File: src/common/dma_pkg.sv
package dma_pkg;

    // ==========================================================
    // Widths and sizes
    // ==========================================================
    localparam int DATA_WIDTH     = 32;
    localparam int ADDR_WIDTH     = 32;
    localparam int WORDS_WIDTH    = ADDR_WIDTH + 1;
    localparam int BYTES_PER_WORD = 4;

    // FIFO depth doubles as the longest AXI burst
    localparam int FIFO_DEPTH     = 8;
    localparam int FIFO_PTR_WIDTH = $clog2(FIFO_DEPTH);

    // AXI bursts never cross this boundary
    localparam int PAGE_BYTES        = 4096;
    localparam int PAGE_OFFSET_WIDTH = $clog2(PAGE_BYTES);

    // ==========================================================
    // Destination address map
    // ==========================================================
    localparam int REGION_LSB        = 28;
    localparam int REGION_WIDTH      = 4;
    localparam int TILE_BANKS        = 4;
    localparam int TILE_BANK_BYTES   = 4096;
    localparam int TILE_OFFSET_WIDTH = $clog2(TILE_BANK_BYTES);
    localparam int TILE_BANK_WIDTH   = $clog2(TILE_BANKS);

    typedef logic [DATA_WIDTH-1:0]        data_t;
    typedef logic [ADDR_WIDTH-1:0]        addr_t;
    typedef logic [WORDS_WIDTH-1:0]       words_t;
    typedef logic [FIFO_PTR_WIDTH-1:0]    fifo_ptr_t;
    // Holds 0 up to FIFO_DEPTH inclusive
    typedef logic [FIFO_PTR_WIDTH:0]      fifo_count_t;
    typedef logic [7:0]                   axi_len_t;
    typedef logic [TILE_BANK_WIDTH-1:0]   tile_bank_t;
    typedef logic [TILE_OFFSET_WIDTH-1:0] tile_offset_t;

    // Top nibble of the destination; other codes are rejected
    typedef enum logic [REGION_WIDTH-1:0] {
        REGION_TILE   = 4'h1,
        REGION_CONFIG = 4'h2
    } dst_region_t;

    typedef enum logic [1:0] {R_IDLE, R_ADDR, R_DATA, R_DONE} read_state_t;

    typedef enum logic [1:0] {W_IDLE, W_WAIT, W_WRITE} write_state_t;

    // Accepted transfer, word count already rounded up
    typedef struct packed {
        addr_t  src;
        addr_t  dst;
        words_t words;
    } dma_cmd_t;

    // AR channel payload, len is beats minus one
    typedef struct packed {
        addr_t    addr;
        axi_len_t len;
    } axi_ar_t;

    typedef struct packed {
        logic         we;
        tile_bank_t   bank;
        tile_offset_t offset;
        data_t        data;
    } tile_wr_t;

    typedef struct packed {
        logic  we;
        addr_t addr;
        data_t data;
    } cfg_wr_t;

endpackage

File: src/logic/cgra_dma_engine.sv
`timescale 1ns/1ps

module cgra_dma_engine (
    input  logic              clk,
    input  logic              rst_n,

    // CSR side
    input  dma_pkg::addr_t    src_i,
    input  dma_pkg::addr_t    dst_i,
    input  dma_pkg::addr_t    size_i,
    input  logic              start_i,
    input  logic              abort_i,
    output logic              busy_o,
    output logic              done_o,
    output logic              irq_o,

    // AXI4 read master
    output dma_pkg::axi_ar_t  ar_o,
    output logic              arvalid_o,
    input  logic              arready_i,
    input  dma_pkg::data_t    rdata_i,
    input  logic              rlast_i,
    input  logic              rvalid_i,
    output logic              rready_o,

    // Local write ports
    output dma_pkg::tile_wr_t tile_wr_o,
    output dma_pkg::cfg_wr_t  cfg_wr_o
);

    dma_pkg::dma_cmd_t    cmd;
    logic                 cmd_start;
    logic                 rd_idle;
    logic                 wr_idle;

    // Producer to FIFO
    logic                 push;
    dma_pkg::data_t       push_data;
    dma_pkg::fifo_count_t fifo_free;
    logic                 fifo_full;

    // FIFO to consumer
    logic                 pop;
    dma_pkg::data_t       fifo_head;
    logic                 fifo_empty;

    // ==========================================================
    // Status, producer, FIFO and consumer
    // ==========================================================
    dma_status_ctrl u_status (
        .clk(clk), .rst_n(rst_n),
        .src_i(src_i), .dst_i(dst_i), .size_i(size_i),
        .start_i(start_i), .abort_i(abort_i),
        .rd_idle_i(rd_idle), .wr_idle_i(wr_idle), .fifo_empty_i(fifo_empty),
        .cmd_o(cmd), .cmd_start_o(cmd_start),
        .busy_o(busy_o), .done_o(done_o), .irq_o(irq_o)
    );

    dma_read_engine u_read (
        .clk(clk), .rst_n(rst_n), .abort_i(abort_i),
        .cmd_start_i(cmd_start), .cmd_i(cmd),
        .fifo_free_i(fifo_free), .fifo_full_i(fifo_full),
        .ar_o(ar_o), .arvalid_o(arvalid_o), .arready_i(arready_i),
        .rdata_i(rdata_i), .rlast_i(rlast_i), .rvalid_i(rvalid_i), .rready_o(rready_o),
        .push_o(push), .push_data_o(push_data), .idle_o(rd_idle)
    );

    // A new start flushes whatever an earlier transfer left behind
    dma_word_fifo u_fifo (
        .clk(clk), .rst_n(rst_n), .flush_i(cmd_start), .abort_i(abort_i),
        .push_i(push), .push_data_i(push_data), .pop_i(pop),
        .head_o(fifo_head), .free_o(fifo_free), .full_o(fifo_full), .empty_o(fifo_empty)
    );

    dma_local_writer u_writer (
        .clk(clk), .rst_n(rst_n), .abort_i(abort_i),
        .cmd_start_i(cmd_start), .cmd_i(cmd),
        .fifo_empty_i(fifo_empty), .fifo_head_i(fifo_head), .pop_o(pop),
        .tile_wr_o(tile_wr_o), .cfg_wr_o(cfg_wr_o), .idle_o(wr_idle)
    );

endmodule

File: src/logic/dma_status_ctrl.sv
`timescale 1ns/1ps

module dma_status_ctrl (
    input  logic              clk,
    input  logic              rst_n,
    input  dma_pkg::addr_t    src_i,
    input  dma_pkg::addr_t    dst_i,
    input  dma_pkg::addr_t    size_i,
    input  logic              start_i,
    input  logic              abort_i,
    input  logic              rd_idle_i,
    input  logic              wr_idle_i,
    input  logic              fifo_empty_i,
    output dma_pkg::dma_cmd_t cmd_o,
    output logic              cmd_start_o,
    output logic              busy_o,
    output logic              done_o,
    output logic              irq_o
);

    logic region_ok;
    logic accept;
    // Set one cycle after acceptance, once engines have left idle
    logic settled;
    logic done_q;

    assign region_ok = (dst_i[dma_pkg::REGION_LSB +: dma_pkg::REGION_WIDTH] == dma_pkg::REGION_TILE)
                    || (dst_i[dma_pkg::REGION_LSB +: dma_pkg::REGION_WIDTH] == dma_pkg::REGION_CONFIG);

    // Abort in the same cycle wins over start
    assign accept      = start_i && !abort_i && !busy_o && (size_i != '0) && region_ok;
    assign cmd_start_o = accept;

    // Byte size rounded up to whole words
    assign cmd_o.src   = src_i;
    assign cmd_o.dst   = dst_i;
    assign cmd_o.words = (dma_pkg::words_t'(size_i) + (dma_pkg::BYTES_PER_WORD - 1))
                         / dma_pkg::BYTES_PER_WORD;

    always_ff @(posedge clk) begin
        if (!rst_n || abort_i) begin
            busy_o  <= 1'b0;
            settled <= 1'b0;
            done_q  <= 1'b0;
        end else begin
            done_q <= 1'b0;
            if (accept) begin
                busy_o  <= 1'b1;
                settled <= 1'b0;
            end else if (busy_o && !settled) begin
                settled <= 1'b1;
            end else if (busy_o && rd_idle_i && wr_idle_i && fifo_empty_i) begin
                // Done pulses in the cycle busy falls
                busy_o  <= 1'b0;
                settled <= 1'b0;
                done_q  <= 1'b1;
            end
        end
    end

    assign done_o = done_q;
    assign irq_o  = done_q;

endmodule

File: src/logic/dma_word_fifo.sv
`timescale 1ns/1ps

module dma_word_fifo (
    input  logic                 clk,
    input  logic                 rst_n,
    input  logic                 flush_i,
    input  logic                 abort_i,
    input  logic                 push_i,
    input  dma_pkg::data_t       push_data_i,
    input  logic                 pop_i,
    output dma_pkg::data_t       head_o,
    output dma_pkg::fifo_count_t free_o,
    output logic                 full_o,
    output logic                 empty_o
);

    dma_pkg::data_t       mem [dma_pkg::FIFO_DEPTH];
    dma_pkg::fifo_ptr_t   wr_ptr;
    dma_pkg::fifo_ptr_t   rd_ptr;
    dma_pkg::fifo_count_t count;

    // Pointers wrap naturally since depth is a power of two
    always_ff @(posedge clk) begin
        if (!rst_n || flush_i || abort_i) begin
            wr_ptr <= '0;
            rd_ptr <= '0;
            count  <= '0;
        end else begin
            if (push_i) begin
                wr_ptr <= wr_ptr + 1'b1;
            end
            if (pop_i) begin
                rd_ptr <= rd_ptr + 1'b1;
            end
            // Simultaneous push and pop leaves the count alone
            case ({push_i, pop_i})
                2'b10:   count <= count + 1'b1;
                2'b01:   count <= count - 1'b1;
                default: count <= count;
            endcase
        end
    end

    always_ff @(posedge clk) begin
        if (push_i) begin
            mem[wr_ptr] <= push_data_i;
        end
    end

    // Head word visible combinationally to the writer
    assign head_o  = mem[rd_ptr];
    assign free_o  = dma_pkg::fifo_count_t'(dma_pkg::FIFO_DEPTH) - count;
    assign full_o  = (count == dma_pkg::fifo_count_t'(dma_pkg::FIFO_DEPTH));
    assign empty_o = (count == '0);

endmodule

File: src/read_engine/dma_read_engine.sv
`timescale 1ns/1ps

module dma_read_engine (
    input  logic                 clk,
    input  logic                 rst_n,
    input  logic                 abort_i,
    input  logic                 cmd_start_i,
    input  dma_pkg::dma_cmd_t    cmd_i,
    input  dma_pkg::fifo_count_t fifo_free_i,
    input  logic                 fifo_full_i,
    output dma_pkg::axi_ar_t     ar_o,
    output logic                 arvalid_o,
    input  logic                 arready_i,
    input  dma_pkg::data_t       rdata_i,
    input  logic                 rlast_i,
    input  logic                 rvalid_i,
    output logic                 rready_o,
    output logic                 push_o,
    output dma_pkg::data_t       push_data_o,
    output logic                 idle_o
);

    dma_pkg::read_state_t state;
    dma_pkg::addr_t       rd_addr;
    dma_pkg::words_t      words_left;
    // Beats of the burst in flight
    dma_pkg::fifo_count_t burst_q;

    dma_pkg::words_t      page_words;
    dma_pkg::words_t      next_words;
    dma_pkg::fifo_count_t burst_len;
    logic                 issue;

    // ==========================================================
    // Burst sizing
    // ==========================================================
    // Smallest of words left, FIFO depth and words to page end
    always_comb begin
        page_words = dma_pkg::words_t'((dma_pkg::PAGE_BYTES
                     - rd_addr[dma_pkg::PAGE_OFFSET_WIDTH-1:0]) / dma_pkg::BYTES_PER_WORD);
        next_words = dma_pkg::words_t'(dma_pkg::FIFO_DEPTH);
        if (words_left < next_words) begin
            next_words = words_left;
        end
        if (page_words < next_words) begin
            next_words = page_words;
        end
        burst_len = dma_pkg::fifo_count_t'(next_words);
    end

    // Wait until the whole burst fits in the FIFO
    assign issue = (state == dma_pkg::R_ADDR) && !arvalid_o && (fifo_free_i >= burst_len);

    // ==========================================================
    // Read FSM
    // ==========================================================
    always_ff @(posedge clk) begin
        if (!rst_n || abort_i) begin
            state      <= dma_pkg::R_IDLE;
            arvalid_o  <= 1'b0;
            rd_addr    <= '0;
            words_left <= '0;
        end else begin
            case (state)
                dma_pkg::R_IDLE: begin
                    if (cmd_start_i) begin
                        rd_addr    <= cmd_i.src;
                        words_left <= cmd_i.words;
                        state      <= dma_pkg::R_ADDR;
                    end
                end
                dma_pkg::R_ADDR: begin
                    // Valid held until the slave takes it
                    if (issue) begin
                        arvalid_o <= 1'b1;
                    end else if (arvalid_o && arready_i) begin
                        arvalid_o <= 1'b0;
                        state     <= dma_pkg::R_DATA;
                    end
                end
                dma_pkg::R_DATA: begin
                    if (push_o) begin
                        words_left <= words_left - 1'b1;
                        if (rlast_i) begin
                            rd_addr <= rd_addr
                                       + dma_pkg::addr_t'(burst_q) * dma_pkg::BYTES_PER_WORD;
                            if (words_left == dma_pkg::words_t'(1)) begin
                                state <= dma_pkg::R_DONE;
                            end else begin
                                state <= dma_pkg::R_ADDR;
                            end
                        end
                    end
                end
                dma_pkg::R_DONE: state <= dma_pkg::R_IDLE;
                default:         state <= dma_pkg::R_IDLE;
            endcase
        end
    end

    // AR payload captured together with the valid rise
    always_ff @(posedge clk) begin
        if (issue) begin
            ar_o.addr <= rd_addr;
            ar_o.len  <= dma_pkg::axi_len_t'(burst_len - 1'b1);
            burst_q   <= burst_len;
        end
    end

    // Beats stall while the FIFO is full
    assign rready_o    = (state == dma_pkg::R_DATA) && !fifo_full_i;
    assign push_o      = rvalid_i && rready_o;
    assign push_data_o = rdata_i;
    assign idle_o      = (state == dma_pkg::R_IDLE);

endmodule

File: src/write_engine/dma_local_writer.sv
`timescale 1ns/1ps

module dma_local_writer (
    input  logic                clk,
    input  logic                rst_n,
    input  logic                abort_i,
    input  logic                cmd_start_i,
    input  dma_pkg::dma_cmd_t   cmd_i,
    input  logic                fifo_empty_i,
    input  dma_pkg::data_t      fifo_head_i,
    output logic                pop_o,
    output dma_pkg::tile_wr_t   tile_wr_o,
    output dma_pkg::cfg_wr_t    cfg_wr_o,
    output logic                idle_o
);

    dma_pkg::write_state_t state;
    dma_pkg::addr_t        wr_addr;
    dma_pkg::words_t       words_left;
    dma_pkg::dst_region_t  region;
    // Word popped in W_WAIT, written in W_WRITE
    dma_pkg::data_t        data_q;

    // Pop as soon as a word is there
    assign pop_o = (state == dma_pkg::W_WAIT) && !fifo_empty_i;

    // ==========================================================
    // Writer FSM
    // ==========================================================
    always_ff @(posedge clk) begin
        if (!rst_n || abort_i) begin
            state      <= dma_pkg::W_IDLE;
            wr_addr    <= '0;
            words_left <= '0;
            region     <= dma_pkg::REGION_TILE;
        end else begin
            case (state)
                dma_pkg::W_IDLE: begin
                    if (cmd_start_i) begin
                        wr_addr    <= cmd_i.dst;
                        words_left <= cmd_i.words;
                        // Region already checked by the status controller
                        region     <= dma_pkg::dst_region_t'(
                                      cmd_i.dst[dma_pkg::REGION_LSB +: dma_pkg::REGION_WIDTH]);
                        state      <= dma_pkg::W_WAIT;
                    end
                end
                dma_pkg::W_WAIT: begin
                    if (pop_o) begin
                        state <= dma_pkg::W_WRITE;
                    end
                end
                dma_pkg::W_WRITE: begin
                    // Write enable is high for this one cycle
                    wr_addr    <= wr_addr + dma_pkg::BYTES_PER_WORD;
                    words_left <= words_left - 1'b1;
                    if (words_left == dma_pkg::words_t'(1)) begin
                        state <= dma_pkg::W_IDLE;
                    end else begin
                        state <= dma_pkg::W_WAIT;
                    end
                end
                default: state <= dma_pkg::W_IDLE;
            endcase
        end
    end

    always_ff @(posedge clk) begin
        if (pop_o) begin
            data_q <= fifo_head_i;
        end
    end

    // ==========================================================
    // Local write ports
    // ==========================================================
    always_comb begin
        // Tile space is 4 banks, bank from the bits above the offset
        tile_wr_o.we     = (state == dma_pkg::W_WRITE) && (region == dma_pkg::REGION_TILE);
        tile_wr_o.bank   = wr_addr[dma_pkg::TILE_OFFSET_WIDTH +: dma_pkg::TILE_BANK_WIDTH];
        tile_wr_o.offset = wr_addr[dma_pkg::TILE_OFFSET_WIDTH-1:0];
        tile_wr_o.data   = data_q;

        // Config port sees the full byte address
        cfg_wr_o.we      = (state == dma_pkg::W_WRITE) && (region == dma_pkg::REGION_CONFIG);
        cfg_wr_o.addr    = wr_addr;
        cfg_wr_o.data    = data_q;
    end

    assign idle_o = (state == dma_pkg::W_IDLE);

endmodule
File: config.mk
export PLATFORM = sky130hd
export DESIGN_NAME = cgra_dma_engine
export DESIGN_NICKNAME = d
export VERILOG_FILES = /design/src/common/dma_pkg.sv /design/src/logic/cgra_dma_engine.sv /design/src/logic/dma_status_ctrl.sv /design/src/logic/dma_word_fifo.sv /design/src/read_engine/dma_read_engine.sv /design/src/write_engine/dma_local_writer.sv
export SDC_FILE = /design/constraint.sdc
export NUM_CORES = 1
export LEC_CHECK = 0
export BUFFER_PORTS_ARGS = -buffer_cell sky130_fd_sc_hd__buf_2
export CORE_MARGIN = 2
export CORE_UTILIZATION = 58
export CTS_CLUSTER_SIZE = 20
export DETAILED_ROUTE_END_ITERATION = 10
export PLACE_DENSITY = 0.9
export SLEW_MARGIN = 30
export SYNTH_ARGS = -nofsm -noshare
export SYNTH_HDL_FRONTEND = slang
export SYNTH_SLANG_ARGS = --single-unit
File: constraint.sdc
create_clock -name clk -period 9.4 [get_ports clk]
set_input_delay 0.94 -clock clk [delete_from_list [all_inputs] [get_ports clk]]
set_output_delay 0.94 -clock clk [all_outputs]
set_load 0.05 [all_outputs]
==> results by group <==
Run status
  – Outcome: completed

Clock network
  – CTS tree: built
  – Worst-path clk slew: around 70 ps
  – Worst skew pair latency: around 600 ps
  – Post-CTS Repair Setup Buffers: 0
  – CTS Hold Bufs: 0
  – Post_cts resized: 0
  – Root Buffer: clkbuf_16
  – TritonCTS Sinks: between 400 and 500
  – H-tree depth: 2
  – Num CTS Buffers: between 40 and 50
  – CTS Buffer Depth: 3

STA
  – Max Clk Rate: around 0.16 GHz
  – Final Setup Violations: 0
  – Final Max Slew Viols: 0
  – Endpoints failing hold: 0
  – Least-Margin Pin Slew: just under 900 ps
  – Fin worst setup slack: 3219 ps
  – Min cycle time layout: between 6000 and 7000 ps
  – RSZ-0062 raised after global routing: no
  – Relative slew margins: approximately two fifths
  – Period utilisation layout: between 60 and 70%
  – Clock Skews: ~21 ps
  – Setup TNS: 0 ps
  – Worst hold slack: roughly 450 ps

Synth
  – Post-synthesis mux area share: roughly 8.7%
  – Compound-gate portion of the synthesized area: roughly 11%
  – Number of synthesized flops with an enable pin: between 300 and 400
  – Synth Cell Area: ~0.022 mm^2
  – Post-synthesis register bit count: approximately 480
  – Synth Flop Type: edfxtp_1
  – FFs w/ async S/R, synth: 0%
  – Avg Cell Area, Syn: between 10 and 15 um^2
  – Post-Synth Simple-Gate Area: a little over an eighth
  – Top cells by count, synth: edfxtp_1 (329), nor2_1 (169), nand2_1 (155)
  – Synth warnings: 0
  – Top post-synthesis cells by area: edfxtp_1 (45%), dfxtp_1 (14%), mux4_2 (6.5%)
  – Yosys cell types: 87
  – Cell taking the most area after synthesis: edfxtp_1
  – Yosys top cell area share: ~45%
  – Sequential-to-total area share from yosys stat: 58.48%
  – Xor and xnor area share after synthesis: 2.180%
  – Largest family of logic cells by synthesized area: simple AND/OR/NAND/NOR gates
  – Mapped Cells: about 1,900
  – Count leader, synth: edfxtp_1
  – Adder-Cell Fraction of Synth Area: approximately 1.8%

Detailed routing
  – Vias per cell: approximately 6.3
  – Routed WL per cell: about 21 um
  – Vias: around 17,000
  – Detailed Routing Iterations Pass 1: 6
  – Final ANT Viol Nets: 0
  – Detailed Route WL: about 57,000 um
  – DRT iter0 DRCs: 1,764
  – DRC: 0

Floorplan
  – Core footprint: 0.03758 mm^2
  – Starting Density: between 50% and 60%
  – FP Rows: around 70
  – Io pins: ~300
  – Die Span Y: roughly 200 um
  – Chip Width: around 200 um
  – Die area: about 0.040 mm^2

Min path
  – Hold-critical path depth: 2
  – Hold worst-path end: u_writer.region[0]
  – Min-delay worst type: register to register
  – Hold wc startpoint: u_writer.region[0]

GRT
  – Global-route wire length before repair: a little under 90,000 um
  – GR Overflow Total: 0
  – Initial antenna violation count: 4
  – Vias in the first global route: approximately 16,000
  – Gr usage total: 28.62%
  – Pin count of the biggest net entering global routing: about 90

Power and ir drop
  – Seq pwr share: around 50%
  – Power Density: 174.2 mW/mm^2
  – Psw: 0.9647 mW
  – Clock share of power: 44.4%
  – Worst VDD drop: ~120 uV
  – Comb power frac: about 4.6%
  – Pint: roughly 3.5 mW
  – Switch share: between 20% and 30%
  – Static Leak: ~9 nW

Placement
  – Pre-CTS setup slack: 3337 ps
  – PortBufs: 291
  – RePlAce Congestion: 0.9362
  – Detail Placement HPWL: 35,640 um

Critical path
  – CP max stage delay: 550 ps
  – CP Data Required Time: 9750 ps
  – Crit path from: u_read.rd_addr[2]
  – Worst R2R End: u_read.ar_o[37]
  – CP Buf/Inv Count: 2
  – Crit path max fanout: 23
  – Launching point of the worst reg2reg path: u_read.rd_addr[2]
  – R2R Setup Slk: between 3000 and 4000 ps
  – Critical path class: register to register
  – Slowest-stage cell, CP: or4_4
  – Critical path depth: 21
  – Crit path cell chain: or4_4 -> or3_1 -> nor3_1 -> nand2b_1 -> nor3_1 -> nor2_1 -> ha_1 -> nand4_1 -> or3_2 -> and3b_2 -> o22ai_1 -> o21ai_2 -> mux2_2 -> ha_1 -> nand2b_1 -> a21oi_1 -> and2b_2 -> a211oi_1 -> nor2b_4 -> buf_16 -> buf_8
  – CP Data Arrival Time: 6530 ps
  – Crit-path leading delay family: simple AND/OR/NAND/NOR gates
  – Crit end category: register
  – R2R cell count: 21
  – CP startpoint kind: register

Cells and area
  – Syn-to-layout area delta: 15.36%
  – Layout cell share with drive strength beyond 1: 25.53%
  – Nets: between 2,000 and 2,500
  – Filler cells: 2,624

Job
  – Max-cap violation count: 0
==> worst reg2reg max path, stage by stage (launching register included) <==
cell and delay [ps]:
dfxtp_1 370, or4_4 550, or3_1 480, nor3_1 390
nand2b_1 200, nor3_1 270, nor2_1 100, ha_1 330
nand4_1 150, or3_2 500, and3b_2 240, o22ai_1 120
o21ai_2 150, mux2_2 410, ha_1 290, nand2b_1 140
a21oi_1 130, and2b_2 240, a211oi_1 380, nor2b_4 120
buf_16 190, buf_8 180
==> state kept, by name, indices dropped and copies added (netlist names) <==
signal / cells
u_writer.region: 4
u_read.words_left: 33
u_writer.words_left: 33
u_read.state: 2
u_status.busy_o: 1
u_fifo.rd_ptr: 3
u_writer.wr_addr: 32
u_read.arvalid_o: 1
u_status.done_o: 1
u_writer.data_q: 32
u_status.settled: 1
u_fifo.wr_ptr: 3
u_fifo.count: 4
u_read.rd_addr: 32
u_read.burst_q: 4
u_fifo.mem: 256
u_read.ar_o: 37
u_writer.state: 2
==> worst max path at each step <==
stage | slack [ps] | to
floorplan | 2640 | u_read.ar_o[0]
global placement | 3350 | u_read.ar_o[38]
detailed placement | 3340 | u_read.ar_o[38]
CTS | 3290 | u_read.ar_o[20]
global route | 2910 | u_read.ar_o[20]
finish | 3220 | u_read.ar_o[37]
==> logic make-up (layout without fill, tap and decap cells) <==
| family | after synthesis | count (layout) |
|---|---|---|
| AND/OR/NAND/NOR | 610 | 610 |
| flip-flops | 481 | 481 |
| AO/OA/AOI/OAI | 395 | 395 |
| buffers and inverters | 181 | 445 |
| multiplexers | 108 | 108 |
| XOR/XNOR | 55 | 55 |
| adder cells (fa/ha/maj) | 30 | 30 |
| other | 1 | 12 |
==> area by class of cell <==
type | count | area, um^2 | area share [%]
flip-flops and latches | 481 | 12930 | 50.72
multi-input cells | 1205 | 8429 | 33.07
diodes | 5 | 12.51 | 0.04908
inverters | 34 | 127.6 | 0.5006
well taps | 511 | 639.4 | 2.508
clock inverters | 30 | 352.8 | 1.384
repair buffers | 322 | 1717 | 6.734
clock buffers | 59 | 1284 | 5.036
==> cell usage in the layout, fill, tap and decap left out, types with 9 or more instances in the layout <==
cell,count
nand3_1,55
ha_1,28
xor2_1,26
a31oi_1,18
a21oi_1,110
o22ai_1,18
nor4_1,37
o211ai_1,10
buf_2,291
a211oi_1,24
a22oi_1,10
and3_1,25
buf_4,29
clkbuf_16,49
nor2_1,165
or3_1,10
nand2_1,155
mux4_2,64
nand4_1,24
dfxtp_1,149
nor3_1,52
o21a_1,9
edfxtp_1,329
o31ai_1,9
a221oi_1,13
mux2_2,36
and2_1,14
xnor2_1,29
inv_1,33
o21ai_0,99
a21o_1,9
==> routing by layer <==
layer / wire (um) / GRT usage, % / up-vias / share of wire, %
li1: - / - / 7529 / -
met4: 2123 / 10.78 / 2 / 3.7
met3: 4777 / 5.249 / 154 / 8.4
met5: 13 / 0 / - / 0.023
met1: 21690 / 36.34 / 8040 / 38
met2: 28050 / 49.01 / 909 / 50
==> power groups by stage <==
stage | logic (mW) | registers (mW) | clock network [mW]
final | 0.203 | 2.26 | 1.97
after CTS | 0.199 | 2.26 | 2.01
after floorplan | 0.104 | 2.32 | 0
after detailed placement | 0.197 | 2.31 | 0
after global placement | 0.189 | 2.31 | 0
after global routing | 0.219 | 2.26 | 2.08
==> per-stage QoR <==
| step | util [%] | total power [mW] | cell area (um^2) | cells |
|---|---|---|---|---|
| 6_report | 67.84 | 4.440 | 25490 | 2647 |
| 2_1_floorplan | - | 2.421 | 22120 | 1867 |
| 3_5_place_dp | 63.43 | 2.507 | 23840 | 2553 |
| 5_1_grt | 67.82 | 4.567 | 25480 | 2643 |
| 3_3_place_gp | 63.31 | 2.498 | 23790 | 2551 |
| 4_1_cts | 67.79 | 4.469 | 25470 | 2642 |
(Power assumes the default switching activity.)
